[src/source/sensor_pkg.sv]
// Fixed MPR121/ADS1292 register values, 25 setup writes; the UART data register sits at offset 0
package sensor_pkg;

	typedef logic [7:0] reg_addr_t; // Sensor register address
	typedef logic [7:0] reg_data_t; // Sensor register value
	typedef logic [71:0] ecg_frame_t; // Status word plus two 24-bit channels
	typedef logic [11:0] touch_status_t; // One bit per electrode
	typedef logic [79:0] payload_t; // Header plus up to 9 bytes, left aligned
	typedef logic [3:0] byte_count_t;

	// Control codes toward the ADC SPI engine
	typedef enum logic [2:0] {
		cmd_idle = 3'b000,
		cmd_wreg = 3'b010,
		cmd_rdatac = 3'b100,
		cmd_sdatac = 3'b101
	} ads_cmd_t;

	localparam logic [7:0] hdr_ecg = 8'hA5; // Host tells frame kinds apart by these
	localparam logic [7:0] hdr_touch = 8'h5A;

	localparam reg_addr_t touch_status_lo = 8'h00; // ELE0..ELE7
	localparam reg_addr_t touch_status_hi = 8'h01; // ELE8..ELE11 in low nibble
	localparam reg_addr_t touch_ele_config = 8'h5E;
	localparam reg_data_t ele_run = 8'h8F; // All 12 electrodes on
	localparam reg_data_t ele_stop = 8'h00;

	localparam logic [2:0] uart_tx_adr = 3'd0;

	localparam int setup_len = 25;
	localparam int touch_setup_len = 14; // Touch chip entries come first

	// Packed {address, value} per entry
	function automatic logic [15:0] setup_entry(input logic [4:0] idx);
		case (idx)
			5'd0: return {8'h2B, 8'h01}; // Baseline filter, rising
			5'd1: return {8'h2C, 8'h01};
			5'd2: return {8'h2D, 8'h0E};
			5'd3: return {8'h2E, 8'h00};
			5'd4: return {8'h2F, 8'h01}; // Falling
			5'd5: return {8'h30, 8'h05};
			5'd6: return {8'h31, 8'h01};
			5'd7: return {8'h32, 8'h00};
			5'd8: return {8'h33, 8'h00}; // Touched
			5'd9: return {8'h34, 8'h00};
			5'd10: return {8'h35, 8'h00};
			5'd11: return {8'h5B, 8'h00}; // Debounce
			5'd12: return {8'h5C, 8'h10}; // CDC config
			5'd13: return {8'h5D, 8'h20}; // CDT config
			5'd14: return {8'h01, 8'h02}; // ADC CONFIG1
			5'd15: return {8'h02, 8'hA0};
			5'd16: return {8'h03, 8'h10}; // LOFF
			5'd17: return {8'h04, 8'h81}; // CH1SET
			5'd18: return {8'h05, 8'h00}; // CH2SET
			5'd19: return {8'h06, 8'h63};
			5'd20: return {8'h07, 8'h0F};
			5'd21: return {8'h08, 8'h40};
			5'd22: return {8'h09, 8'hEA}; // RESP1
			5'd23: return {8'h0A, 8'h03};
			5'd24: return {8'h0B, 8'h00}; // GPIO
			default: return 16'h0000;
		endcase
	endfunction

	function automatic reg_addr_t setup_addr(input logic [4:0] idx);
		logic [15:0] entry;
		entry = setup_entry(idx);
		return entry[15:8];
	endfunction

	function automatic reg_data_t setup_data(input logic [4:0] idx);
		logic [15:0] entry;
		entry = setup_entry(idx);
		return entry[7:0];
	endfunction

endpackage
[src/source/sensor_core.sv]
// Sensor front end top; touch_poll_cycles sets the touch poll period in clk cycles
`timescale 1ns/1ps
module sensor_core #(
	parameter logic [31:0] touch_poll_cycles = 32'd10000
) (
	input logic clk,
	input logic rst,
	input logic run,
	output sensor_pkg::reg_addr_t mpr_addr,
	output sensor_pkg::reg_data_t mpr_wdata,
	output logic mpr_write,
	output logic mpr_read,
	input sensor_pkg::reg_data_t mpr_rdata,
	input logic mpr_busy,
	input logic mpr_fail,
	output sensor_pkg::ads_cmd_t ads_cmd,
	output sensor_pkg::reg_addr_t ads_addr,
	output sensor_pkg::reg_data_t ads_wdata,
	input logic ads_busy,
	input sensor_pkg::ecg_frame_t ads_frame,
	input logic ads_ready,
	output logic wb_cyc,
	output logic wb_stb,
	output logic wb_we,
	output logic [2:0] wb_adr,
	output logic [7:0] wb_dat,
	input logic wb_ack,
	output logic ready,
	output logic running,
	output sensor_pkg::touch_status_t touch_status,
	output logic touch_error
);
	logic touch_wr_req, touch_rd_req, touch_done, touch_ok;
	sensor_pkg::reg_addr_t touch_addr, ecg_addr;
	sensor_pkg::reg_data_t touch_data, ecg_data;
	logic [15:0] touch_bytes;
	logic ecg_wr_req, ecg_start, ecg_stop, ecg_done;
	logic frame_pending, frame_taken;
	sensor_pkg::ecg_frame_t frame;
	logic tx_start, tx_done;
	sensor_pkg::payload_t tx_payload;
	sensor_pkg::byte_count_t tx_count;

	sensor_sequencer #(.touch_poll_cycles(touch_poll_cycles)) u_seq (
		.clk, .rst, .run,
		.touch_wr_req, .touch_rd_req, .touch_addr, .touch_data,
		.touch_done, .touch_ok, .touch_bytes,
		.ecg_wr_req, .ecg_start, .ecg_stop, .ecg_addr, .ecg_data,
		.ecg_done, .frame_pending, .frame, .frame_taken,
		.tx_start, .tx_payload, .tx_count, .tx_done,
		.ready, .running
	);

	touch_port u_touch (
		.clk, .rst,
		.touch_wr_req, .touch_rd_req, .touch_addr, .touch_data,
		.touch_done, .touch_ok, .touch_bytes, .touch_status, .touch_error,
		.mpr_addr, .mpr_wdata, .mpr_write, .mpr_read,
		.mpr_rdata, .mpr_busy, .mpr_fail
	);

	ecg_port u_ecg (
		.clk, .rst,
		.ecg_wr_req, .ecg_start, .ecg_stop, .ecg_addr, .ecg_data, .frame_taken,
		.ecg_done, .frame_pending, .frame,
		.ads_cmd, .ads_addr, .ads_wdata, .ads_busy, .ads_frame, .ads_ready
	);

	uart_wb_tx u_uart (
		.clk, .rst,
		.tx_start, .tx_payload, .tx_count, .tx_done,
		.wb_cyc, .wb_stb, .wb_we, .wb_adr, .wb_dat, .wb_ack
	);

endmodule

[src/source/uart_wb_tx.sv]
// Wishbone classic, single writes only; tx_count of zero is not supported
`timescale 1ns/1ps
module uart_wb_tx (
	input logic clk,
	input logic rst,
	input logic tx_start,
	input sensor_pkg::payload_t tx_payload,
	input sensor_pkg::byte_count_t tx_count,
	output logic tx_done,
	output logic wb_cyc,
	output logic wb_stb,
	output logic wb_we,
	output logic [2:0] wb_adr,
	output logic [7:0] wb_dat,
	input logic wb_ack
);
	typedef enum logic [1:0] {st_idle, st_bus, st_gap} state_t;

	state_t state;
	sensor_pkg::byte_count_t left; // Bytes after the one on the bus
	sensor_pkg::payload_t shift;

	assign wb_adr = sensor_pkg::uart_tx_adr; // Always the data register

	always_ff @(posedge clk or posedge rst) begin
		if (rst) begin
			state <= st_idle;
			left <= '0;
			tx_done <= 1'b0;
			wb_cyc <= 1'b0;
			wb_stb <= 1'b0;
			wb_we <= 1'b0;
		end else begin
			tx_done <= 1'b0;
			case (state)
				st_idle: if (tx_start) begin
					wb_cyc <= 1'b1;
					wb_stb <= 1'b1;
					wb_we <= 1'b1;
					left <= tx_count - 4'd1;
					state <= st_bus;
				end
				st_bus: if (wb_ack) begin
					wb_cyc <= 1'b0; // Bus released between bytes
					wb_stb <= 1'b0;
					wb_we <= 1'b0;
					if (left == '0) begin
						tx_done <= 1'b1;
						state <= st_idle;
					end else state <= st_gap;
				end
				st_gap: begin
					wb_cyc <= 1'b1;
					wb_stb <= 1'b1;
					wb_we <= 1'b1;
					left <= left - 4'd1;
					state <= st_bus;
				end
				default: state <= st_idle;
			endcase
		end
	end

	// MSB first
	always_ff @(posedge clk) begin
		if (state == st_idle && tx_start) begin
			wb_dat <= tx_payload[79:72];
			shift <= {tx_payload[71:0], 8'h00};
		end else if (state == st_gap) begin
			wb_dat <= shift[79:72];
			shift <= {shift[71:0], 8'h00};
		end
	end

	a_stb_in_cyc: assert property (@(posedge clk) disable iff (rst) wb_stb |-> wb_cyc);

endmodule

[src/source/ecg_port.sv]
// RDATAC and SDATAC need no busy phase; a frame not yet taken is overwritten by the next one
`timescale 1ns/1ps
module ecg_port (
	input logic clk,
	input logic rst,
	input logic ecg_wr_req,
	input logic ecg_start,
	input logic ecg_stop,
	input sensor_pkg::reg_addr_t ecg_addr,
	input sensor_pkg::reg_data_t ecg_data,
	input logic frame_taken,
	output logic ecg_done,
	output logic frame_pending,
	output sensor_pkg::ecg_frame_t frame,
	output sensor_pkg::ads_cmd_t ads_cmd,
	output sensor_pkg::reg_addr_t ads_addr,
	output sensor_pkg::reg_data_t ads_wdata,
	input logic ads_busy,
	input sensor_pkg::ecg_frame_t ads_frame,
	input logic ads_ready
);
	typedef enum logic [1:0] {st_idle, st_cmd, st_wait} state_t;

	state_t state;
	logic ready_q;
	logic ready_rise; // One per new frame

	assign ready_rise = ads_ready && !ready_q;

	always_ff @(posedge clk or posedge rst) begin
		if (rst) begin
			state <= st_idle;
			ads_cmd <= sensor_pkg::cmd_idle;
			ads_addr <= '0;
			ads_wdata <= '0;
			ecg_done <= 1'b0;
			ready_q <= 1'b0;
			frame_pending <= 1'b0;
		end else begin
			ready_q <= ads_ready;
			ecg_done <= 1'b0;
			if (ready_rise) frame_pending <= 1'b1; // New frame beats a same-cycle take
			else if (frame_taken) frame_pending <= 1'b0;
			case (state)
				st_idle: begin
					if (ecg_wr_req) begin
						ads_cmd <= sensor_pkg::cmd_wreg;
						ads_addr <= ecg_addr;
						ads_wdata <= ecg_data;
						state <= st_cmd;
					end else if (ecg_start) begin
						ads_cmd <= sensor_pkg::cmd_rdatac;
						state <= st_cmd;
					end else if (ecg_stop) begin
						ads_cmd <= sensor_pkg::cmd_sdatac;
						state <= st_cmd;
					end
				end
				st_cmd: begin
					ads_cmd <= sensor_pkg::cmd_idle; // Command lasts one cycle
					if (ads_cmd == sensor_pkg::cmd_wreg) state <= st_wait;
					else begin
						ecg_done <= 1'b1;
						state <= st_idle;
					end
				end
				st_wait: if (!ads_busy) begin
					ecg_done <= 1'b1;
					state <= st_idle;
				end
				default: state <= st_idle;
			endcase
		end
	end

	always_ff @(posedge clk) begin
		if (ready_rise) frame <= ads_frame;
	end

endmodule

[src/source/touch_port.sv]
// Touch chip must raise busy the cycle after a strobe; fail and rdata are sampled as busy drops
`timescale 1ns/1ps
module touch_port (
	input logic clk,
	input logic rst,
	input logic touch_wr_req,
	input logic touch_rd_req,
	input sensor_pkg::reg_addr_t touch_addr,
	input sensor_pkg::reg_data_t touch_data,
	output logic touch_done,
	output logic touch_ok,
	output logic [15:0] touch_bytes, // {low, 4'h0, high nibble}
	output sensor_pkg::touch_status_t touch_status,
	output logic touch_error,
	output sensor_pkg::reg_addr_t mpr_addr,
	output sensor_pkg::reg_data_t mpr_wdata,
	output logic mpr_write,
	output logic mpr_read,
	input sensor_pkg::reg_data_t mpr_rdata,
	input logic mpr_busy,
	input logic mpr_fail
);
	typedef enum logic [1:0] {st_idle, st_load, st_pulse, st_wait} state_t;

	state_t state;
	logic rd_op; // Status pair read
	logic rd_hi; // On the second register
	logic xfer_end;
	logic read_ok;
	sensor_pkg::reg_data_t lo_byte;

	assign xfer_end = (state == st_wait) && !mpr_busy;
	assign read_ok = xfer_end && !mpr_fail && rd_op;

	always_ff @(posedge clk or posedge rst) begin
		if (rst) begin
			state <= st_idle;
			rd_op <= 1'b0;
			rd_hi <= 1'b0;
			mpr_addr <= '0;
			mpr_wdata <= '0;
			mpr_write <= 1'b0;
			mpr_read <= 1'b0;
			touch_done <= 1'b0;
			touch_ok <= 1'b0;
			touch_status <= '0;
			touch_error <= 1'b0;
		end else begin
			mpr_write <= 1'b0;
			mpr_read <= 1'b0;
			touch_done <= 1'b0;
			case (state)
				st_idle: if (touch_wr_req || touch_rd_req) begin
					mpr_addr <= touch_rd_req ? sensor_pkg::touch_status_lo : touch_addr;
					mpr_wdata <= touch_data;
					rd_op <= touch_rd_req;
					rd_hi <= 1'b0;
					state <= st_load;
				end
				st_load: begin
					mpr_write <= !rd_op;
					mpr_read <= rd_op;
					state <= st_pulse;
				end
				st_pulse: state <= st_wait; // Busy not up yet
				st_wait: if (!mpr_busy) begin
					if (mpr_fail) begin
						touch_error <= 1'b1; // Sticky until reset
						touch_ok <= 1'b0;
						touch_done <= 1'b1;
						state <= st_idle;
					end else if (rd_op && !rd_hi) begin
						mpr_addr <= sensor_pkg::touch_status_hi; // Next of the pair
						rd_hi <= 1'b1;
						state <= st_load;
					end else begin
						if (rd_op) touch_status <= {mpr_rdata[3:0], lo_byte};
						touch_ok <= 1'b1;
						touch_done <= 1'b1;
						state <= st_idle;
					end
				end
				default: state <= st_idle;
			endcase
		end
	end

	always_ff @(posedge clk) begin
		if (read_ok && !rd_hi) lo_byte <= mpr_rdata;
		if (read_ok && rd_hi) touch_bytes <= {lo_byte, 4'h0, mpr_rdata[3:0]};
	end

	a_one_strobe: assert property (@(posedge clk) disable iff (rst) !(mpr_write && mpr_read));

endmodule

[src/source/sensor_sequencer.sv]
// One request in flight at a time; a failed touch poll is dropped and a failed setup write is not retried
`timescale 1ns/1ps
module sensor_sequencer #(
	parameter logic [31:0] touch_poll_cycles = 32'd10000
) (
	input logic clk,
	input logic rst,
	input logic run,
	output logic touch_wr_req,
	output logic touch_rd_req,
	output sensor_pkg::reg_addr_t touch_addr,
	output sensor_pkg::reg_data_t touch_data,
	input logic touch_done,
	input logic touch_ok,
	input logic [15:0] touch_bytes,
	output logic ecg_wr_req,
	output logic ecg_start,
	output logic ecg_stop,
	output sensor_pkg::reg_addr_t ecg_addr,
	output sensor_pkg::reg_data_t ecg_data,
	input logic ecg_done,
	input logic frame_pending,
	input sensor_pkg::ecg_frame_t frame,
	output logic frame_taken,
	output logic tx_start,
	output sensor_pkg::payload_t tx_payload,
	output sensor_pkg::byte_count_t tx_count,
	input logic tx_done,
	output logic ready,
	output logic running
);
	typedef enum logic [3:0] {
		st_setup, st_setup_wait, st_stopped, st_run_ele, st_run_adc,
		st_running, st_poll, st_tx, st_stop_ele, st_stop_adc
	} state_t;

	state_t state;
	logic [4:0] idx; // Setup table entry
	sensor_pkg::reg_addr_t cmd_addr; // Shared by both ports
	sensor_pkg::reg_data_t cmd_data;
	logic [31:0] poll_cnt;
	logic poll_due;

	assign touch_addr = cmd_addr;
	assign touch_data = cmd_data;
	assign ecg_addr = cmd_addr;
	assign ecg_data = cmd_data;

	always_ff @(posedge clk or posedge rst) begin
		if (rst) begin
			state <= st_setup;
			idx <= '0;
			cmd_addr <= '0;
			cmd_data <= '0;
			touch_wr_req <= 1'b0;
			touch_rd_req <= 1'b0;
			ecg_wr_req <= 1'b0;
			ecg_start <= 1'b0;
			ecg_stop <= 1'b0;
			frame_taken <= 1'b0;
			tx_start <= 1'b0;
			tx_payload <= '0;
			tx_count <= '0;
			ready <= 1'b0;
			running <= 1'b0;
		end else begin
			touch_wr_req <= 1'b0; // All requests are single-cycle
			touch_rd_req <= 1'b0;
			ecg_wr_req <= 1'b0;
			ecg_start <= 1'b0;
			ecg_stop <= 1'b0;
			frame_taken <= 1'b0;
			tx_start <= 1'b0;
			case (state)
				st_setup: begin
					cmd_addr <= sensor_pkg::setup_addr(idx);
					cmd_data <= sensor_pkg::setup_data(idx);
					if (idx < 5'(sensor_pkg::touch_setup_len)) touch_wr_req <= 1'b1;
					else ecg_wr_req <= 1'b1; // ADC half of the table
					state <= st_setup_wait;
				end
				st_setup_wait: if (touch_done || ecg_done) begin
					if (idx == 5'(sensor_pkg::setup_len - 1)) begin
						ready <= 1'b1;
						state <= st_stopped;
					end else begin
						idx <= idx + 5'd1;
						state <= st_setup;
					end
				end
				st_stopped: begin
					frame_taken <= frame_pending; // Flush leftovers from the last run
					if (run) begin
						cmd_addr <= sensor_pkg::touch_ele_config;
						cmd_data <= sensor_pkg::ele_run;
						touch_wr_req <= 1'b1;
						state <= st_run_ele;
					end
				end
				st_run_ele: if (touch_done) begin
					ecg_start <= 1'b1; // RDATAC
					state <= st_run_adc;
				end
				st_run_adc: if (ecg_done) begin
					running <= 1'b1;
					state <= st_running;
				end
				st_running: begin
					if (!run) begin
						cmd_addr <= sensor_pkg::touch_ele_config;
						cmd_data <= sensor_pkg::ele_stop;
						touch_wr_req <= 1'b1;
						state <= st_stop_ele;
					end else if (frame_pending) begin // ADC wins over touch
						tx_payload <= {sensor_pkg::hdr_ecg, frame};
						tx_count <= 4'd10;
						tx_start <= 1'b1;
						frame_taken <= 1'b1;
						state <= st_tx;
					end else if (poll_due) begin
						touch_rd_req <= 1'b1;
						state <= st_poll;
					end
				end
				st_poll: if (touch_done) begin
					if (touch_ok) begin
						tx_payload <= {sensor_pkg::hdr_touch, touch_bytes, 56'h0};
						tx_count <= 4'd3;
						tx_start <= 1'b1;
						state <= st_tx;
					end else state <= st_running; // Nothing sent on a failed poll
				end
				st_tx: if (tx_done) state <= st_running;
				st_stop_ele: if (touch_done) begin
					ecg_stop <= 1'b1; // SDATAC
					state <= st_stop_adc;
				end
				st_stop_adc: if (ecg_done) begin
					running <= 1'b0;
					state <= st_stopped;
				end
				default: state <= st_stopped;
			endcase
		end
	end

	// Poll timer, free running while acquisition is on
	always_ff @(posedge clk or posedge rst) begin
		if (rst) begin
			poll_cnt <= '0;
			poll_due <= 1'b0;
		end else if (!running) begin
			poll_cnt <= '0;
			poll_due <= 1'b0;
		end else begin
			if (touch_rd_req) poll_due <= 1'b0;
			if (poll_cnt == touch_poll_cycles - 32'd1) begin
				poll_cnt <= '0;
				poll_due <= 1'b1;
			end else poll_cnt <= poll_cnt + 32'd1;
		end
	end

	a_tx_alone: assert property (@(posedge clk) disable iff (rst)
		tx_start |-> !(touch_wr_req || touch_rd_req || ecg_wr_req || ecg_start || ecg_stop));

endmodule

[config.mk]
export PLATFORM = sky130hd
export DESIGN_NAME = sensor_core
export DESIGN_NICKNAME = d
export VERILOG_FILES = /design/src/source/sensor_pkg.sv /design/src/source/sensor_core.sv /design/src/source/uart_wb_tx.sv /design/src/source/ecg_port.sv /design/src/source/touch_port.sv /design/src/source/sensor_sequencer.sv
export SDC_FILE = /design/constraint.sdc
export NUM_CORES = 1
export LEC_CHECK = 0
export BUFFER_PORTS_ARGS = -buffer_cell sky130_fd_sc_hd__buf_2
export CAP_MARGIN = 20
export CORE_AREA = 2 2 200 202
export CTS_CLUSTER_DIAMETER = 200
export DETAILED_ROUTE_END_ITERATION = 12
export DIE_AREA = 0 0 202 204
export PLACE_DENSITY_LB_ADDON = 0.12
export SLEW_MARGIN = 30
export SYNTH_ARGS = -nofsm -noshare
export SYNTH_HDL_FRONTEND = slang
export SYNTH_SLANG_ARGS = --single-unit
export TNS_END_PERCENT = 50
[constraint.sdc]
create_clock -name clk -period 6.9 [get_ports clk]
set_clock_uncertainty 0.2 [all_clocks]
set_input_delay 1.035 -clock clk [delete_from_list [all_inputs] [get_ports clk]]
set_output_delay 1.035 -clock clk [all_outputs]
set_load 0.1 [all_outputs]
==> impl_metrics.json <==
{
  "path_max_fanout": 73,
  "power_leakage_nw": 7.83,
  "rows": 73,
  "r2r_slack_ns": 4.11,
  "pre_cts_slack_ns": 3.56,
  "max_cap_violations": 0,
  "status": "finished, final reports clean",
  "use_met3": 0.0384,
  "grt-busiest-layer": "met2",
  "power_switching_w": 0.00175,
  "routed_wl_um": 33900,
  "crit_path_end_kind": "flop",
  "grt_pass1_wl_um": 54700,
  "layout-drive-gt1-share": 0.199,
  "path_cells": "and4bb_1, and3_4, nor2_4, buf_4, a22o_1",
  "yosysSeqAreaShare": 0.669,
  "clock_power_share": 0.381,
  "criticalPathCategory": "reg -> reg",
  "critPathLaunchType": "flop",
  "cts_root_buf": "clkbuf_16",
  "die_x_um": 202,
  "clkSlewWorstSetupHoldPaths_ns": 0.06,
  "avgSynthCellArea_sq_um": 12.4,
  "grt_use_met2": 0.250,
  "ant_nets": 0,
  "report.final.setup_viol": 0,
  "finalHoldViolCount": 0,
  "cts-buffers-inserted": 42,
  "overflow": 0,
  "netlist_area_sq_um": 15500,
  "cts_setup_buffers": 0,
  "synth_edf_count": 172,
  "dp_hpwl_um": 21100,
  "crit_family": "flip-flops",
  "cts_tree": "yes",
  "cts-hold-fix-buffers": 0,
  "hold_path_class": "reg -> reg",
  "rsz0062_at_grt": "no",
  "port_buffers": 148,
  "whs_ns": 0.248,
  "drc": 0,
  "synth_ff_type": "dfrtp_1",
  "slew_violations": 0,
  "initial_core_util": 0.396,
  "drt_iter0_drc": 569,
  "final.setup.tns_ns": 0,
  "clockBufferDepth": 3,
  "intPower_w": 0.00417,
  "io-pin-count": 154,
  "critPathSlowestCell": "dfrtp_1",
  "place_congestion": 0.799,
  "period_needed_ns": 2.79,
  "place_area_sq_um": 16700,
  "die_h_um": 204,
  "crit_buf_inv": 1,
  "dr_total_vias": 9675,
  "post_synth_num_cell_types": 77,
  "r2r_start": "u_seq.state[3]$_DFFE_PP0P_",
  "firstDrtPassIters": 4,
  "post_cts_resized": 0,
  "setup_ws_ns": 4.11,
  "worstMarginPinSlew_ns": 0.840,
  "die_area_sq_um": 41200,
  "grtUsageTotal": 0.168,
  "hp-start": "u_touch.lo_byte[7]$_DFFE_PP_",
  "routed_via_density": 4.95,
  "cp_data_required_time_ns": 7.18,
  "wl_per_cell_um": 17.4,
  "htree_levels": 2,
  "final_area_sq_um": 18100,
  "async_flop_share": 0.547,
  "clock.fmax_ghz": 0.359,
  "power_frac_comb": 0.172,
  "grt_pass1_vias": 9712,
  "holdPathEnd": "u_touch.touch_bytes[15]$_DFFE_PP_",
  "min_period_over_period": 0.404,
  "whs_path_depth": 0,
  "final_nets": 1499,
  "synth_cells": 1254,
  "fin_util": 0.461,
  "clock_latency_ns": 0.56,
  "power_density_nw_per_um2": 327,
  "core_sq_um": 39200,
  "ys_ff_latch": 380,
  "syn_to_final_growth_pct": 16.6,
  "antenna_found_initial": 2,
  "arrival_ns": 3.06,
  "r2r_end": "u_seq.tx_payload[38]$_DFFE_PP0P_",
  "slew_headroom": 0.440,
  "ir_worst_vdd_mv": 0.338,
  "yosysWarnings": 0,
  "grt_max_degree": 83,
  "cts.sinks": 380,
  "p_sw_frac": 0.295,
  "met1_usage": 0.241,
  "seqPwrFrac": 0.447,
  "cp_slowest_stage_delay_ns": 0.85,
  "r2r_cells": 5
}
==> registers in the layout, summed over array words and instances (netlist names), 5 cells and up <==
signal                flops
u_seq.tx_payload         74
u_touch.mpr_addr          7
u_seq.idx                 5
u_seq.ecg_addr            7
u_uart.shift             72
u_uart.wb_dat             8
u_touch.mpr_wdata         8
u_touch.touch_status     12
u_ecg.frame              72
u_seq.poll_cnt           32
u_ecg.ads_wdata           8
u_touch.lo_byte           8
u_touch.touch_bytes      12
u_seq.ecg_data            8
u_ecg.ads_addr            7
==> Yosys cell counts, types with 4 or more instances <==
library cell / instances / share of area
or2_2: 4 / 0.0016
ha_1: 17 / 0.014
nor2_1: 79 / 0.019
buf_4: 15 / 0.0073
and2_1: 7 / 0.0028
nor3_1: 15 / 0.0048
a22oi_1: 14 / 0.0068
o21a_1: 4 / 0.0019
o21ai_0: 33 / 0.011
nor4_1: 11 / 0.0044
xor2_1: 7 / 0.0040
nand3_1: 14 / 0.0045
edfxtp_1: 172 / 0.33
a21oi_1: 19 / 0.0061
inv_1: 26 / 0.0063
buf_2: 24 / 0.0077
clkbuf_1: 25 / 0.0061
a22o_1: 63 / 0.036
nand4_1: 6 / 0.0024
nor3b_1: 6 / 0.0029
nand2b_1: 11 / 0.0044
dfrtp_1: 208 / 0.34
xnor2_1: 27 / 0.015
nand2_1: 296 / 0.072
mux2_2: 40 / 0.029
mux2i_1: 5 / 0.0032
and3_1: 14 / 0.0056
nor2b_1: 13 / 0.0052
a31oi_1: 6 / 0.0024
==> routing by layer <==
metal | wire, um | vias up
met5 | 13 | -
met4 | 833 | 2
met3 | 1650 | 59
met2 | 14800 | 180
met1 | 16600 | 4764
li1 | - | 4670
==> placed cells by master, fill, tap and decap left out, drive strengths merged, types with 3 or more instances in the layout <==
cell type / Yosys / routed
buf: 42 / 160
o21ai: 33 / 33
nor2b: 14 / 14
and3: 14 / 14
xor2: 7 / 7
nand4: 9 / 9
or2: 6 / 6
conb: 1 / 5
clkbuf: 26 / 59
a21o: 3 / 3
o22ai: 3 / 3
or3: 3 / 3
mux2: 41 / 41
nor2: 81 / 81
dfrtp: 208 / 208
nand2b: 11 / 11
inv: 26 / 25
o21a: 4 / 4
nor4: 14 / 14
nor3b: 6 / 6
a21oi: 19 / 19
o22a: 3 / 3
clkinv: 0 / 13
a22oi: 14 / 14
ha: 17 / 17
nor3: 16 / 16
and2: 7 / 7
a31oi: 6 / 6
nor4b: 3 / 3
a22o: 63 / 63
nand2: 296 / 296
nand3: 14 / 14
o221ai: 3 / 3
mux2i: 5 / 5
xnor2: 27 / 27
edfxtp: 172 / 172
bufinv: 0 / 5
and4: 3 / 3
==> power by group through the flow <==
stage | clock network [W] | logic (W) | registers [W]
3_5_place_dp | 0 | 0.00103 | 0.00269
3_3_place_gp | 0 | 0.00102 | 0.00269
5_1_grt | 0.00241 | 0.00112 | 0.00267
4_1_cts | 0.00233 | 0.00103 | 0.00265
6_report | 0.00226 | 0.00102 | 0.00265
2_1_floorplan | 0 | 0.000559 | 0.00291
==> logic make-up (layout without fill, tap and decap cells) <==
logic type               after synthesis  in the layout  synth area share
AND/OR/NAND/NOR                      509            509             0.153
XOR/XNOR                              34             34            0.0192
AO/OA/AOI/OAI                        172            172            0.0810
flip-flops                           380            380             0.669
buffers and inverters                 94            263            0.0299
other                                  1              6          0.000242
adder cells (fa/ha/maj)               17             17            0.0137
multiplexers                          47             47            0.0347
==> worst max-delay path by stage <==
stage                                           start                                to  cells after the start
after floorplan                             ads_ready          u_ecg.frame[0]$_DFFE_PP_                      1
after global placement                            run  u_seq.tx_payload[28]$_DFFE_PP0P_                      6
after detailed placement                          run  u_seq.tx_payload[31]$_DFFE_PP0P_                      6
after CTS                  u_seq.state[3]$_DFFE_PP0P_  u_seq.tx_payload[38]$_DFFE_PP0P_                      5
after global routing      u_uart.state[1]$_DFFE_PP0P_        u_uart.wb_dat[0]$_DFFE_PP_                      5
final                      u_seq.state[3]$_DFFE_PP0P_  u_seq.tx_payload[38]$_DFFE_PP0P_                      5
==> final cells by class <==
cell class / count / area (sq um)
fillers: 3640 / 21100
flip-flops and latches: 380 / 10400
multi-input cells: 784 / 4710
clock buffers: 59 / 1170
repair buffers: 160 / 866
well taps: 525 / 657
clock inverters: 18 / 210
inverters: 26 / 103
diodes: 1 / 2.50
==> through the flow <==
step	power, W	instances
CTS	0.00601	1951
global route	0.00620	1952
detailed placement	0.00372	1874
floorplan	0.00347	1258
global placement	0.00371	1874
finish	0.00592	1953
Power figures use the tool's default switching activity.
